### config.mk
export PLATFORM = sky130hd
export DESIGN_NAME = adderStream
export DESIGN_NICKNAME = d
export VERILOG_FILES = /design/src/source/addPkg.sv /design/src/source/creditPkg.sv /design/src/source/adderStream.sv /design/src/source/cla15.sv /design/src/source/highHalfStage.sv /design/src/source/lowHalfStage.sv /design/src/source/operandQueue.sv /design/src/source/sumMerge.sv
export SDC_FILE = /design/constraint.sdc
export NUM_CORES = 1
export LEC_CHECK = 0
export BUFFER_PORTS_ARGS = -buffer_cell sky130_fd_sc_hd__buf_2
export CAP_MARGIN = 10
export CORE_MARGIN = 2
export CORE_UTILIZATION = 60
export DETAILED_ROUTE_END_ITERATION = 10
export PLACE_DENSITY = 0.79
export SKIP_CTS_REPAIR_TIMING = 1
export SKIP_LAST_GASP = 1
export SYNTH_ARGS = -nofsm -noshare
export SYNTH_HDL_FRONTEND = slang
export SYNTH_SLANG_ARGS = --single-unit
### constraint.sdc
create_clock -name clk -period 4.55 [get_ports clk]
set_input_delay 0.2275 -clock clk [delete_from_list [all_inputs] [get_ports clk]]
set_output_delay 0.2275 -clock clk [all_outputs]
set_load 0.02 [all_outputs]
### src/source/addPkg.sv
package addPkg;

  localparam int SliceWidth = 15;
  localparam int WordWidth  = 2 * SliceWidth;

  // bits count from 1 like the adder core.
  typedef logic [SliceWidth:1] sliceT;

  // two slices side by side, high half on top.
  typedef logic [WordWidth:1] wordT;

endpackage

### src/source/creditPkg.sv
package creditPkg;

  localparam int CreditWidth = 4;

  // held downstream credits.
  typedef logic [CreditWidth-1:0] creditT;

  // upstream starts with one credit per queue entry.
  localparam creditT DefaultQueueDepth = creditT'(4);

  // ceiling on credits granted but not yet spent.
  localparam creditT DefaultMaxCredits = creditT'(8);

endpackage

### src/source/adderStream.sv
module adderStream #(
  parameter creditPkg::creditT QueueDepth = creditPkg::DefaultQueueDepth,
  parameter creditPkg::creditT MaxCredits = creditPkg::DefaultMaxCredits
) (
  input  logic         clk,
  input  logic         rstN,
  input  logic         inValid,
  input  addPkg::wordT inA,
  input  addPkg::wordT inB,
  input  logic         inSub,
  output logic         creditReturn,
  input  logic         outCredit,
  output logic         outValid,
  output addPkg::wordT outSum,
  output logic         outCarry,
  output logic         outOverflow
);

  import addPkg::*;

  logic  issueValid;
  wordT  issueA;
  wordT  issueB;
  logic  issueSub;
  logic  lowValid;
  sliceT lowSum;
  logic  lowCarry;
  sliceT highSum0;
  sliceT highSum1;
  logic  highCarry0;
  logic  highCarry1;
  logic  signA;
  logic  signB;

  operandQueue #(
    .QueueDepth (QueueDepth),
    .MaxCredits (MaxCredits)
  ) queue (
    .clk          (clk),
    .rstN         (rstN),
    .inValid      (inValid),
    .inA          (inA),
    .inB          (inB),
    .inSub        (inSub),
    .outCredit    (outCredit),
    .creditReturn (creditReturn),
    .issueValid   (issueValid),
    .issueA       (issueA),
    .issueB       (issueB),
    .issueSub     (issueSub)
  );

  // both halves see the same issued operands.
  lowHalfStage lowStage (
    .clk        (clk),
    .rstN       (rstN),
    .issueValid (issueValid),
    .issueA     (issueA),
    .issueB     (issueB),
    .issueSub   (issueSub),
    .lowValid   (lowValid),
    .lowSum     (lowSum),
    .lowCarry   (lowCarry)
  );

  highHalfStage highStage (
    .clk        (clk),
    .issueA     (issueA),
    .issueB     (issueB),
    .issueSub   (issueSub),
    .highSum0   (highSum0),
    .highSum1   (highSum1),
    .highCarry0 (highCarry0),
    .highCarry1 (highCarry1),
    .signA      (signA),
    .signB      (signB)
  );

  sumMerge merge (
    .clk         (clk),
    .rstN        (rstN),
    .lowValid    (lowValid),
    .lowSum      (lowSum),
    .lowCarry    (lowCarry),
    .highSum0    (highSum0),
    .highSum1    (highSum1),
    .highCarry0  (highCarry0),
    .highCarry1  (highCarry1),
    .signA       (signA),
    .signB       (signB),
    .outValid    (outValid),
    .outSum      (outSum),
    .outCarry    (outCarry),
    .outOverflow (outOverflow)
  );

endmodule

### src/source/cla15.sv
module cla15 (
  input  addPkg::sliceT a,
  input  addPkg::sliceT b,
  input  logic          cin,
  output addPkg::sliceT sum
);

  import addPkg::*;

  logic [SliceWidth-1:1] g;   // top bit only needs its half sum.
  logic [SliceWidth-1:1] p;
  sliceT                 hs;
  logic                  gs;  // bit 1 generate with carry-in folded in.
  logic [7:1]            g1;
  logic [7:2]            p1;
  logic [3:1]            g2;
  logic [3:2]            p2;
  logic                  g3;
  logic [SliceWidth-1:1] c;   // c[k] is the carry out of bit k.

  assign g  = a[SliceWidth-1:1] & b[SliceWidth-1:1];
  assign p  = a[SliceWidth-1:1] | b[SliceWidth-1:1];
  assign hs = a ^ b;
  assign gs = g[1] | (p[1] & cin);

  // first level merges adjacent bit pairs.
  for (genvar i = 1; i <= 7; i++) begin : pairLevel
    if (i == 1) begin : withCarryIn
      assign g1[i] = g[2] | (p[2] & gs);
    end else begin : plainPair
      assign g1[i] = g[2*i] | (p[2*i] & g[2*i-1]);
      assign p1[i] = p[2*i] & p[2*i-1];
    end
  end

  // groups of four.
  assign g2[1] = g1[2] | (p1[2] & g1[1]);
  assign g2[2] = g1[4] | (p1[4] & g1[3]);
  assign g2[3] = g1[6] | (p1[6] & g1[5]);
  assign p2[2] = p1[4] & p1[3];
  assign p2[3] = p1[6] & p1[5];

  assign g3 = g2[2] | (p2[2] & g2[1]);  // bits 8 down to 1.

  assign c[1]  = gs;
  assign c[2]  = g1[1];
  assign c[3]  = g[3] | (p[3] & c[2]);
  assign c[4]  = g2[1];
  assign c[5]  = g[5] | (p[5] & c[4]);
  assign c[6]  = g1[3] | (p1[3] & c[4]);
  assign c[7]  = g[7] | (p[7] & c[6]);
  assign c[8]  = g3;
  assign c[9]  = g[9] | (p[9] & c[8]);
  assign c[10] = g1[5] | (p1[5] & c[8]);
  assign c[11] = g[11] | (p[11] & c[10]);
  assign c[12] = g2[3] | (p2[3] & c[8]);
  assign c[13] = g[13] | (p[13] & c[12]);
  assign c[14] = g1[7] | (p1[7] & c[12]);

  // each bit takes the carry from the bit below.
  assign sum = hs ^ {c, cin};

endmodule

### src/source/highHalfStage.sv
module highHalfStage (
  input  logic          clk,
  input  addPkg::wordT  issueA,
  input  addPkg::wordT  issueB,
  input  logic          issueSub,
  output addPkg::sliceT highSum0,
  output addPkg::sliceT highSum1,
  output logic          highCarry0,
  output logic          highCarry1,
  output logic          signA,
  output logic          signB
);

  import addPkg::*;

  sliceT      aHigh;
  sliceT      bHigh;
  sliceT      sumSel [2];
  logic [1:0] carrySel;

  assign aHigh = issueA[WordWidth:SliceWidth+1];
  assign bHigh = issueB[WordWidth:SliceWidth+1] ^ {SliceWidth{issueSub}};

  // both outcomes of the low half carry.
  for (genvar k = 0; k < 2; k++) begin : carryIn
    cla15 highAdder (
      .a   (aHigh),
      .b   (bHigh),
      .cin (k == 1),
      .sum (sumSel[k])
    );

    assign carrySel[k] = (aHigh[SliceWidth] & bHigh[SliceWidth]) |
                         ((aHigh[SliceWidth] ^ bHigh[SliceWidth]) & ~sumSel[k][SliceWidth]);
  end

  always_ff @(posedge clk) begin
    highSum0   <= sumSel[0];
    highSum1   <= sumSel[1];
    highCarry0 <= carrySel[0];
    highCarry1 <= carrySel[1];
    signA      <= aHigh[SliceWidth];
    signB      <= bHigh[SliceWidth];  // sign after the inversion.
  end

endmodule

### src/source/lowHalfStage.sv
module lowHalfStage (
  input  logic          clk,
  input  logic          rstN,
  input  logic          issueValid,
  input  addPkg::wordT  issueA,
  input  addPkg::wordT  issueB,
  input  logic          issueSub,
  output logic          lowValid,
  output addPkg::sliceT lowSum,
  output logic          lowCarry
);

  import addPkg::*;

  sliceT aLow;
  sliceT bLow;
  sliceT sumLow;
  logic  carryLow;

  assign aLow = issueA[SliceWidth:1];
  assign bLow = issueB[SliceWidth:1] ^ {SliceWidth{issueSub}};  // inverted B when subtracting.

  cla15 lowAdder (
    .a   (aLow),
    .b   (bLow),
    .cin (issueSub),
    .sum (sumLow)
  );

  // carry into the top bit shows up as its sum flipping.
  assign carryLow = (aLow[SliceWidth] & bLow[SliceWidth]) |
                    ((aLow[SliceWidth] ^ bLow[SliceWidth]) & ~sumLow[SliceWidth]);

  always_ff @(posedge clk) begin
    if (!rstN) begin
      lowValid <= 1'b0;
    end else begin
      lowValid <= issueValid;
    end
  end

  always_ff @(posedge clk) begin
    lowSum   <= sumLow;
    lowCarry <= carryLow;
  end

endmodule

### src/source/operandQueue.sv
module operandQueue #(
  parameter creditPkg::creditT QueueDepth = creditPkg::DefaultQueueDepth,
  parameter creditPkg::creditT MaxCredits = creditPkg::DefaultMaxCredits
) (
  input  logic         clk,
  input  logic         rstN,
  input  logic         inValid,
  input  addPkg::wordT inA,
  input  addPkg::wordT inB,
  input  logic         inSub,
  input  logic         outCredit,
  output logic         creditReturn,
  output logic         issueValid,
  output addPkg::wordT issueA,
  output addPkg::wordT issueB,
  output logic         issueSub
);

  import addPkg::*;
  import creditPkg::*;

  localparam int PtrWidth   = (QueueDepth > 1) ? $clog2(QueueDepth) : 1;
  localparam int CountWidth = $clog2(QueueDepth + 1);

  wordT                  aMem [QueueDepth];
  wordT                  bMem [QueueDepth];
  logic [QueueDepth-1:0] subMem;
  logic [PtrWidth-1:0]   wrPtr;
  logic [PtrWidth-1:0]   rdPtr;
  logic [CountWidth-1:0] count;
  creditT                credits;  // downstream credits not yet spent.
  logic                  full;

  assign full       = (count == CountWidth'(QueueDepth));
  assign issueValid = (count != '0) && (credits != '0);
  assign issueA     = aMem[rdPtr];
  assign issueB     = bMem[rdPtr];
  assign issueSub   = subMem[rdPtr];

  always_ff @(posedge clk) begin
    if (inValid) begin
      aMem[wrPtr]   <= inA;
      bMem[wrPtr]   <= inB;
      subMem[wrPtr] <= inSub;
    end
  end

  always_ff @(posedge clk) begin
    if (!rstN) begin
      wrPtr        <= '0;
      rdPtr        <= '0;
      count        <= '0;
      credits      <= '0;
      creditReturn <= 1'b0;
    end else begin
      if (inValid) begin
        wrPtr <= (wrPtr == PtrWidth'(QueueDepth - 1)) ? '0 : wrPtr + 1'b1;
      end
      if (issueValid) begin
        rdPtr <= (rdPtr == PtrWidth'(QueueDepth - 1)) ? '0 : rdPtr + 1'b1;
      end
      count        <= count + CountWidth'(inValid) - CountWidth'(issueValid);
      credits      <= credits + creditT'(outCredit) - creditT'(issueValid);
      creditReturn <= issueValid;  // freed entry goes back upstream.
    end
  end

  // upstream only sends while it holds a credit.
  assert property (@(posedge clk) disable iff (!rstN) full |-> !inValid);

  assert property (@(posedge clk) disable iff (!rstN) credits <= MaxCredits);

endmodule

### src/source/sumMerge.sv
module sumMerge (
  input  logic          clk,
  input  logic          rstN,
  input  logic          lowValid,
  input  addPkg::sliceT lowSum,
  input  logic          lowCarry,
  input  addPkg::sliceT highSum0,
  input  addPkg::sliceT highSum1,
  input  logic          highCarry0,
  input  logic          highCarry1,
  input  logic          signA,
  input  logic          signB,
  output logic          outValid,
  output addPkg::wordT  outSum,
  output logic          outCarry,
  output logic          outOverflow
);

  import addPkg::*;

  sliceT highSel;
  logic  carrySel;
  wordT  sumNext;
  logic  overflowNext;

  // low carry picks the precomputed high half.
  assign highSel  = lowCarry ? highSum1 : highSum0;
  assign carrySel = lowCarry ? highCarry1 : highCarry0;
  assign sumNext  = {highSel, lowSum};

  // like signs in, other sign out.
  assign overflowNext = (signA == signB) && (highSel[SliceWidth] != signA);

  always_ff @(posedge clk) begin
    if (!rstN) begin
      outValid <= 1'b0;
    end else begin
      outValid <= lowValid;
    end
  end

  always_ff @(posedge clk) begin
    outSum      <= sumNext;
    outCarry    <= carrySel;
    outOverflow <= overflowNext;
  end

  // the carry-in 1 result is the carry-in 0 result plus one.
  assert property (@(posedge clk) disable iff (!rstN)
    lowValid |-> (highSum1 == sliceT'(highSum0 + 1'b1)) &&
                 (highCarry1 == (highCarry0 | (&highSum0))));

endmodule

==> results of run 1 <==
[cell usage after synthesis, types with 5 or more instances]
cell type | instances | share of area (%)
inv_1 | 78 | 2.1
nor2_1 | 11 | 0.30
dfxtp_1 | 97 | 14
ha_1 | 62 | 5.7
edfxtp_1 | 244 | 54
nand2_1 | 5 | 0.14
xnor2_2 | 9 | 1.1
mux4_2 | 61 | 10
nor2b_1 | 11 | 0.50
xnor2_1 | 9 | 0.58
xor2_1 | 34 | 2.2
nand3_1 | 5 | 0.18
fa_1 | 26 | 3.8
mux2_2 | 16 | 1.3
a21oi_1 | 14 | 0.51
buf_2 | 8 | 0.29
and2_1 | 11 | 0.50
buf_6 | 7 | 0.58
[metrics by stage]
step	instances	util (%)	setup WS, ps
CTS	1186	69.4	656
global route	1249	72.1	345
global placement	1125	64.3	813
floorplan	749	-	1130
detailed placement	1125	64.3	650
finish	1251	72.2	647
[cells by family after synthesis]
kind of cell	synth area share, %
AND/OR/NAND/NOR	2.15
buffers and inverters	3.24
AO/OA/AOI/OAI	1.58
flip-flops	67.9
multiplexers	11.8
adder cells (fa/ha/maj)	9.50
XOR/XNOR	3.83
[routing by layer]
metal	GRT usage, %	vias up	wire (um)
li1	-	3117	-
met1	27.8	3458	10200
met2	35.1	212	12800
met3	5.13	44	1410
met4	7.63	2	602
met5	0	-	13
[area by class of cell]
class	instances	area, um^2
antenna	4	10.0
sequential	341	9270
timing repair buffer	172	1210
clock inverter	11	82.6
fill	1328	6260
clock buffer	50	1070
inverter	78	293
multi-input combinational	310	3940
tap	285	357
[worst max-delay path by stage]
stage | start | to | slack, ps | cells past startpoint
after detailed placement | flop | highStage.highSum1[7] | 650 | 12
after CTS | flop | highStage.highSum1[7] | 660 | 12
after floorplan | queue.rdPtr[0] | lowStage.lowSum[10] | 1130 | 10
final | flop | highStage.highSum0[7] | 650 | 12
after global routing | flop | highStage.highSum1[13] | 340 | 11
after global placement | flop | highStage.highSum0[7] | 810 | 12
[worst max-delay path, cell delays in order, from the launching register on]
cell and delay, ps:
dfxtp_4 580, buf_12 270, mux4_2 560, xnor2_2 180
inv_1 70, ha_1 210, fa_1 400, nor3b_1 180
or3_1 380, a21oi_1 200, o21bai_1 110, fa_1 440
xor2_1 180
[flip-flops by register name (all words and copies together) (netlist names), 2 cells and up, named ones only]
signal              count
queue.subMem            4
highStage.highSum0     15
queue.rdPtr             2
queue.wrPtr             2
highStage.highSum1     15
queue.count             3
queue.credits           4
queue.aMem            120
queue.bMem            120
lowStage.lowSum        15
merge.outSum           30
[power by group through the flow]
stage	clock, uW	sequential (uW)	combinational, uW
global placement	0	4230	3970
finish	2810	4190	4270
detailed placement	0	4260	4220
global route	2970	4240	4810
CTS	2850	4200	4270
floorplan	0	4330	3020
==> run metrics, run 1 <==
status finished clean; # IOs 99; worst reg-to-reg setup slack between 600 and 700 ps; Net Switching around 3700 uW; worst hold path type input pin to flop; Clock Latency Late Sink 510 ps; register bit count reported by yosys 341; Root Buffer clkbuf_16; setup violators final 0; worst-path maximum fanout 24; Mean Syn Cell Area about 18 um^2; CP Class flop to flop; post-DP HPWL about 16000 um; number of global-route vias before repair 7111; worst hold endpoint queue.credits[0]; Worst R2R Path Depth 12; final instance area 0.0162 mm^2; Top FF cell, synth edfxtp_1; fraction of layout cells with a size suffix above 1 27.4%; commonest non-fill, non-tap cell in the layout edfxtp_1; clock group share of total power 24.9%; Tcrit/Tclk final 85.8%; first-pass GRT wire length 38400 um; RSZ-0062 raised after global routing no; actual slew at the worst max-slew pin between 1000 and 1500 ps; Slew HR 21.4%; Pins Over Slew Limit 0; CP startpoint kind flop; Clock Sinks 341; Max Freq 256 MHz; Overall Power 11300 uW; maximum vdd drop 362 uV; Leak 0.00624 uW; # rows between 50 and 60; Hold Crit Depth 3; most frequent cells in the layout 244 x edfxtp_1, 98 x buf_2, 95 x dfxtp_1; gr usage total 21.2%; R2R Path End highStage.highSum0[7]; port buffer count 98; residual DRC count 0; register area share after synthesis ~68%; pin count of the biggest net entering global routing 43; share of power burned in registers 37.2%; CP required a little under 5000 ps; cell-internal power between 7000 and 8000 uW; Routed Antenna Nets 0; initial core utilization 60.7%; number of detailed-route iterations in the first pass 5; drt wl/cell 20.0 um; Final Hold Viols 0; Max-Cap Viols 0; number of synthesized flops with an enable pin 244; Layout Nets between 1000 and 1500; Placed Area 0.0145 mm^2; Syn. warnings 0; Mapped Area 0.0136 mm^2; initial antenna violation count 5; HP Start outCredit; routability cong. 0.800; Switching Share 33.0%; CTS tree yes; 1st-iter DRT viols 508; area grow syn2layout 19.0%; Remaining Overflow, GRT 0; Critical Path Sink Type flop; die area 0.0240 mm^2; CP Data Arrival Time 4280 ps; clock skew about 28 ps; final WL 25000 um; power per cell area 694 mW/mm^2; Post-Syn Nets 902; Tmin final a little under 4000 ps; Mapped Cells 749; TritonCTS buffer count 34; H-tree Lvls 2; die width 155 um; Max clock buf depth 3; Final Hold Slack 65.4 ps; post-synthesis cell type count 36; Worst-path clk slew about 60 ps; Combinational Power Share 37.9%; DR vias/cell 5.46; DR vias 6833; asr flop ratio synth 0%; core area 0.0225 mm^2; Final TNS setup 0 ps; Die Span Y 155 um
(Power assumes the default switching activity.)
==> run 2: changes to the inputs <==
--- a/config.mk
+++ b/config.mk
@@ -7,10 +7,13 @@
 export LEC_CHECK = 0
 export BUFFER_PORTS_ARGS = -buffer_cell sky130_fd_sc_hd__buf_2
 export CAP_MARGIN = 10
+export CELL_PAD_IN_SITES_DETAIL_PLACEMENT = 0
+export CELL_PAD_IN_SITES_GLOBAL_PLACEMENT = 2
 export CORE_MARGIN = 2
-export CORE_UTILIZATION = 60
+export CORE_UTILIZATION = 46
 export DETAILED_ROUTE_END_ITERATION = 10
-export PLACE_DENSITY = 0.79
+export MAX_ROUTING_LAYER = met4
+export PLACE_DENSITY_LB_ADDON = 0.1
 export SKIP_CTS_REPAIR_TIMING = 1
 export SKIP_LAST_GASP = 1
 export SYNTH_ARGS = -nofsm -noshare
==> run 2 against run 1 <==
Effect of this change:
- clock power barely moved
- register-to-register slack about the same
- sequential cell count unchanged
- non-clock buffer count grew 1
- power fell by 1.2%
- global-route usage fell by 4.4 points
- critical endpoint is now lowStage.lowSum[10]
- highest routed layer is now met4
==> run metrics, run 2 (synthesis results as in run 1) <==
Tcrit/Tclk final approximately 86%; setup violators final 0; Critical Path Sink Type flop; crit-path leading delay family multiplexers; most frequent cells in the layout 244 x edfxtp_1, 98 x buf_2, 95 x dfxtp_1; drt wl/cell 17.9 um; worst-path maximum fanout 13; 1st-iter DRT viols approximately 340; Max Freq 257 MHz; number of global-route vias before repair 7161; Final TNS setup 0 ps; die width roughly 180 um; Pins Over Slew Limit 0; Clock Sinks 341; CP startpoint kind flop; CP required about 5000 ps; commonest non-fill, non-tap cell in the layout edfxtp_1; biggest regs queue.aMem x120, queue.bMem x120, merge.outSum x30; CP Data Arrival Time 4360 ps; Slew HR a little under 50%; Final Hold Viols 0; initial antenna violation count 1; area grow syn2layout 19.9%; CP Cell Sequence mux4_2 > mux2_4 > fa_1 > nor3b_1 > o311ai_0 > nand3_1 > a21boi_0 > fa_1 > inv_1; routability cong. 0.734; CP Buf/Inv Count 1; clock skew 13.8 ps; Leak about 0.0062 uW; Final Hold Slack 53.9 ps; actual slew at the worst max-slew pin 778 ps; residual DRC count 0; number of detailed-route iterations in the first pass 6; Tmin final 3890 ps; maximum vdd drop 327 uV; final WL 24400 um; die area 0.0311 mm^2; cell-internal power 7520 uW; Root Buffer clkbuf_16; Max-Cap Viols 0; TritonCTS buffer count 36; fraction of layout cells with a size suffix above 1 27.2%; RSZ-0062 raised after global routing no; Clock Latency Late Sink 520 ps; Net Switching roughly 3600 uW; share of power burned in registers a little under two fifths; DR vias/cell 4.83; Layout Nets 1093; slowest CP cell mux4_2; # IOs 99; clock group share of total power 25.1%; Worst path most repeated cell fa_1; pre-CTS WS 580 ps; Switching Share 32.5%; Combinational Power Share 37.3%; final core utilization 55.7%; Routed Antenna Nets 0; DR vias 6568; core area slightly below 0.03 mm^2; CP Class flop to flop; CTS tree yes; Max clock buf depth 3; fin worst setup slack between 600 and 700 ps; # rows between 60 and 70; post-DP HPWL about 16000 um; Worst-path clk slew 60 ps; status finished clean; initial core utilization 46.4%; first-pass GRT wire length 38200 um; CP peak stage delay 790 ps; H-tree Lvls 2; pin count of the biggest net entering global routing 41; Remaining Overflow, GRT 0; gr usage total between 10% and 20%; port buffer count 98; power per cell area 680 mW/mm^2; worst hold path type input pin to flop; Die Span Y around 180 um
## run 2: changes by cell type in the layout (fill, tap and decap cells not counted), sizes merged
cell	before	now
clkbuf	50	54
clkinv	8	5
diode	4	1
clkinvlp	1	3
buf	111	112
bufinv	1	2
inv	79	80
## run 2: worst reg2reg max path: cells and delay by family, from the launching register on
family | cells | cell delay (ps)
buffers and inverters | 1 | 60
flip-flops | 1 | 400
AO/OA/AOI/OAI | 2 | 860
AND/OR/NAND/NOR | 2 | 440
multiplexers | 2 | 1170
adder cells (fa/ha/maj) | 2 | 920
## run 2: area by class of cell
cell class                 instances  area [um^2]
antenna                            1         2.50
clock buffer                      54         1020
clock inverter                    12          124
fill                            2338        13000
inverter                          78          293
multi-input combinational        310         3940
sequential                       341         9270
tap                              390          488
timing repair buffer             173         1220
## run 2: final timing paths
path | startpoint | to | slack (ps) | cells after the start
max | queue.rdPtr[0] | lowStage.lowSum[10] | 660 | 9
min | outCredit | queue.credits[0] | 50 | 3
max reg2reg | queue.rdPtr[0] | lowStage.lowSum[10] | 660 | 9
min reg2reg | lowStage.lowSum[12] | merge.outSum[12] | 330 | 0
## run 2: metrics by stage
step,area (um^2),instances,total power (uW)
2_1_floorplan,13600,749,7350
3_3_place_gp,14600,1231,8350
3_5_place_dp,14600,1231,8470
4_1_cts,15800,1297,11300
5_1_grt,16400,1359,12000
6_report,16400,1359,11100
## run 2: routing by layer
| layer | global-route usage (%) | share of wire, % | wire (um) | up-vias |
|---|---|---|---|---|
| met2 | 29.4 | 52 | 12600 | 112 |
| met1 | 19.5 | 42 | 10200 | 3296 |
| met3 | 3.64 | 4.0 | 976 | 39 |
| met4 | 4.92 | 2.2 | 536 | 0 |
| li1 | - | - | - | 3121 |
| met5 | - | 0 | 0 | - |
## run 2: power groups by stage
stage	registers, uW	clock network [uW]	logic [uW]
floorplan	4330	0	3020
global placement	4250	0	4100
detailed placement	4260	0	4210
CTS	4210	2880	4230
global route	4260	2990	4780
finish	4190	2790	4150
==> run 3: changes to the inputs <==
--- a/config.mk
+++ b/config.mk
@@ -5,12 +5,13 @@
 export SDC_FILE = /design/constraint.sdc
 export NUM_CORES = 1
 export LEC_CHECK = 0
+export ABC_AREA = 1
 export BUFFER_PORTS_ARGS = -buffer_cell sky130_fd_sc_hd__buf_2
 export CAP_MARGIN = 10
 export CELL_PAD_IN_SITES_DETAIL_PLACEMENT = 0
 export CELL_PAD_IN_SITES_GLOBAL_PLACEMENT = 2
 export CORE_MARGIN = 2
-export CORE_UTILIZATION = 46
+export CORE_UTILIZATION = 42
 export DETAILED_ROUTE_END_ITERATION = 10
 export MAX_ROUTING_LAYER = met4
 export PLACE_DENSITY_LB_ADDON = 0.1
==> run 3 against run 2 <==
Effect of this change:
- cell area is 3.4% higher
- highest routed layer unchanged
- sequential power hardly changed
- critical path depth is 6 higher
- global-route usage is 0.52 points higher
- non-clock buffer count is 1 lower
- synthesized area is 5.0% higher
- largest power group is now combinational cells
- worst setup slack better by 320 ps
- critical path type unchanged
==> run metrics, run 3 <==
most frequent cells in the layout 244 x edfxtp_1, 175 x nand2_1, 123 x inv_1; CTS tree yes; die width 189 um; asr flop ratio synth 0%; CP peak stage delay 600 ps; Top FF cell, synth edfxtp_1; worst hold path type input pin to flop; area grow syn2layout 18.1%; Die Span Y 189 um; Max-Cap Viols 0; Commonest cells post-synth 244 x edfxtp_1, 176 x nand2_1, 127 x inv_1; Clock Sinks 341; Critical Path Sink Type flop; Yosys top cell by area edfxtp_1; Clock Latency Late Sink 510 ps; pin count of the biggest net entering global routing 146; first-pass GRT wire length ~46000 um; top-area cell type share of the netlist area 51.1%; Pins Over Slew Limit 0; Mapped Cells 1127; setup violators final 0; die area 0.0356 mm^2; Syn. warnings 0; CP required 4940 ps; Mean Syn Cell Area between 10 and 15 um^2; number of detailed-route iterations in the first pass 5; initial core utilization 42.7%; Slew HR 43.4%; fraction of layout cells with a size suffix above 1 17.9%; commonest non-fill, non-tap cell in the layout edfxtp_1; gr usage total 17.3%; Tcrit/Tclk final 78.6%; port buffer count 98; TritonCTS buffer count 36; clock skew 13.7 ps; register bit count reported by yosys ~340; Max clock buf depth 3; post-synthesis cell type count 35; initial antenna violation count 1; actual slew at the worst max-slew pin 848 ps; Max Freq ~280 MHz; maximum vdd drop approximately 340 uV; residual DRC count 0; Worst-path clk slew 60 ps; RSZ-0062 raised after global routing no; Leak 0.00681 uW; 1st-iter DRT viols 506; DR vias/cell ~4.6; register area share after synthesis 64.7%; status finished clean; Final Hold Viols 0; worst-path maximum fanout 41; Remaining Overflow, GRT 0; Post-Syn Nets 1280; ranking of synthesized cells by area edfxtp_1 51%, dfxtp_1 14%, ha_1 5.4%; Worst path most repeated cell nand2_1; Layout Nets roughly 1400; Tmin final around 3600 ps; CP startpoint kind flop; DR vias 8117; Root Buffer clkbuf_16; H-tree Lvls 2; drt wl/cell between 15 and 20 um; CP Data Arrival Time about 4000 ps; # IOs 99; final core utilization 50.5%; power per cell area a little over 700 mW/mm^2; number of global-route vias before repair slightly below 8000; slowest CP cell inv_2; final WL around 30000 um; Mapped Area roughly 0.014 mm^2; CP Class flop to flop; # rows 67; Final TNS setup 0 ps; core area 0.0335 mm^2; biggest regs queue.aMem x120, queue.bMem x120, merge.outSum x30; Routed Antenna Nets 0; CP Cell Sequence inv_2 > buf_4 > nand2_1 > a32oi_2 > inv_1 > ha_1 > or2_2 > nor2_1 > nand2_1 > nand2_1 > nand2_1 > nand2_1 > inv_1 > fa_1 > xnor2_1; routability cong. 0.755; count leader, synth edfxtp_1; number of synthesized flops with an enable pin 244; post-DP HPWL 18600 um
-- run 3: cell types whose count changed after synthesis, moves of 12 or more --
cell     before  now
nand2_1       5  176
mux4_2       61    0
inv_1        78  127
nor2_1       11   59
a21oi_1      14   51
o21ai_0       4   41
nand3_1       5   33
a32oi_2       0   23
xnor2_1       9   27
or2_1         0   17
inv_2         0   12
-- run 3: cells by family (layout without fill, tap and decap cells) --
kind of cell | count (synthesis) | after routing | share of synthesized area [%]
flops | 341 | 341 | 64.7
fa+ha+maj | 88 | 88 | 9.04
xor+xnor | 51 | 51 | 3.17
other cells | 0 | 1 | 0
simple gates | 302 | 302 | 8.77
compound gates | 145 | 145 | 7.17
buf+inv | 184 | 375 | 5.91
mux | 16 | 16 | 1.26
-- run 3: layout make-up --
class / instances / area, um^2
fillers: 3010 / 16600
clock inverters: 8 / 45.0
clock buffers: 56 / 1080
inverters: 139 / 522
diodes: 1 / 2.50
repair buffers: 172 / 1220
well taps: 448 / 561
multi-input cells: 602 / 4220
flip-flops and latches: 341 / 9270
-- run 3: final timing paths --
check | from | end | slack (ps) | cells after the start
max | flop | highStage.highSum0[13] | 970 | 15
min | outCredit | queue.credits[0] | 20 | 4
max reg2reg | flop | highStage.highSum0[13] | 970 | 15
min reg2reg | lowStage.lowSum[3] | merge.outSum[3] | 330 | 0
-- run 3: metrics by stage --
stage | hold slack (ps) | setup WS, ps | instances | power (uW) | cell area (um^2)
6_report | 18.6 | 974 | 1767 | 12200 | 16900
3_3_place_gp | 311 | 962 | 1642 | 9620 | 15200
2_1_floorplan | 310 | 1750 | 1127 | 8150 | 14300
4_1_cts | -88.8 | 876 | 1706 | 12500 | 16300
5_1_grt | 9.16 | 636 | 1767 | 13300 | 16900
3_5_place_dp | 314 | 897 | 1642 | 9660 | 15200
-- run 3: per-layer routing --
metal	wire length, um	vias up	global-route usage, %
met5	0	-	-
met4	552	0	4.12
met3	1170	42	3.09
met2	13500	141	26.9
met1	14200	3829	23.7
li1	-	4105	-
-- run 3: worst max-delay path: cells and delay by family, from the launching register on --
kind,cells,cell delay (ps)
buffers and inverters,4,1170
AND/OR/NAND/NOR,7,950
adder cells (fa/ha/maj),2,620
flip-flops,1,350
AO/OA/AOI/OAI,1,220
XOR/XNOR,1,130
-- run 3: report_power, final --
group	switching (uW)	internal (uW)
registers	173	4000
clock network	1130	1630
logic	3260	2020
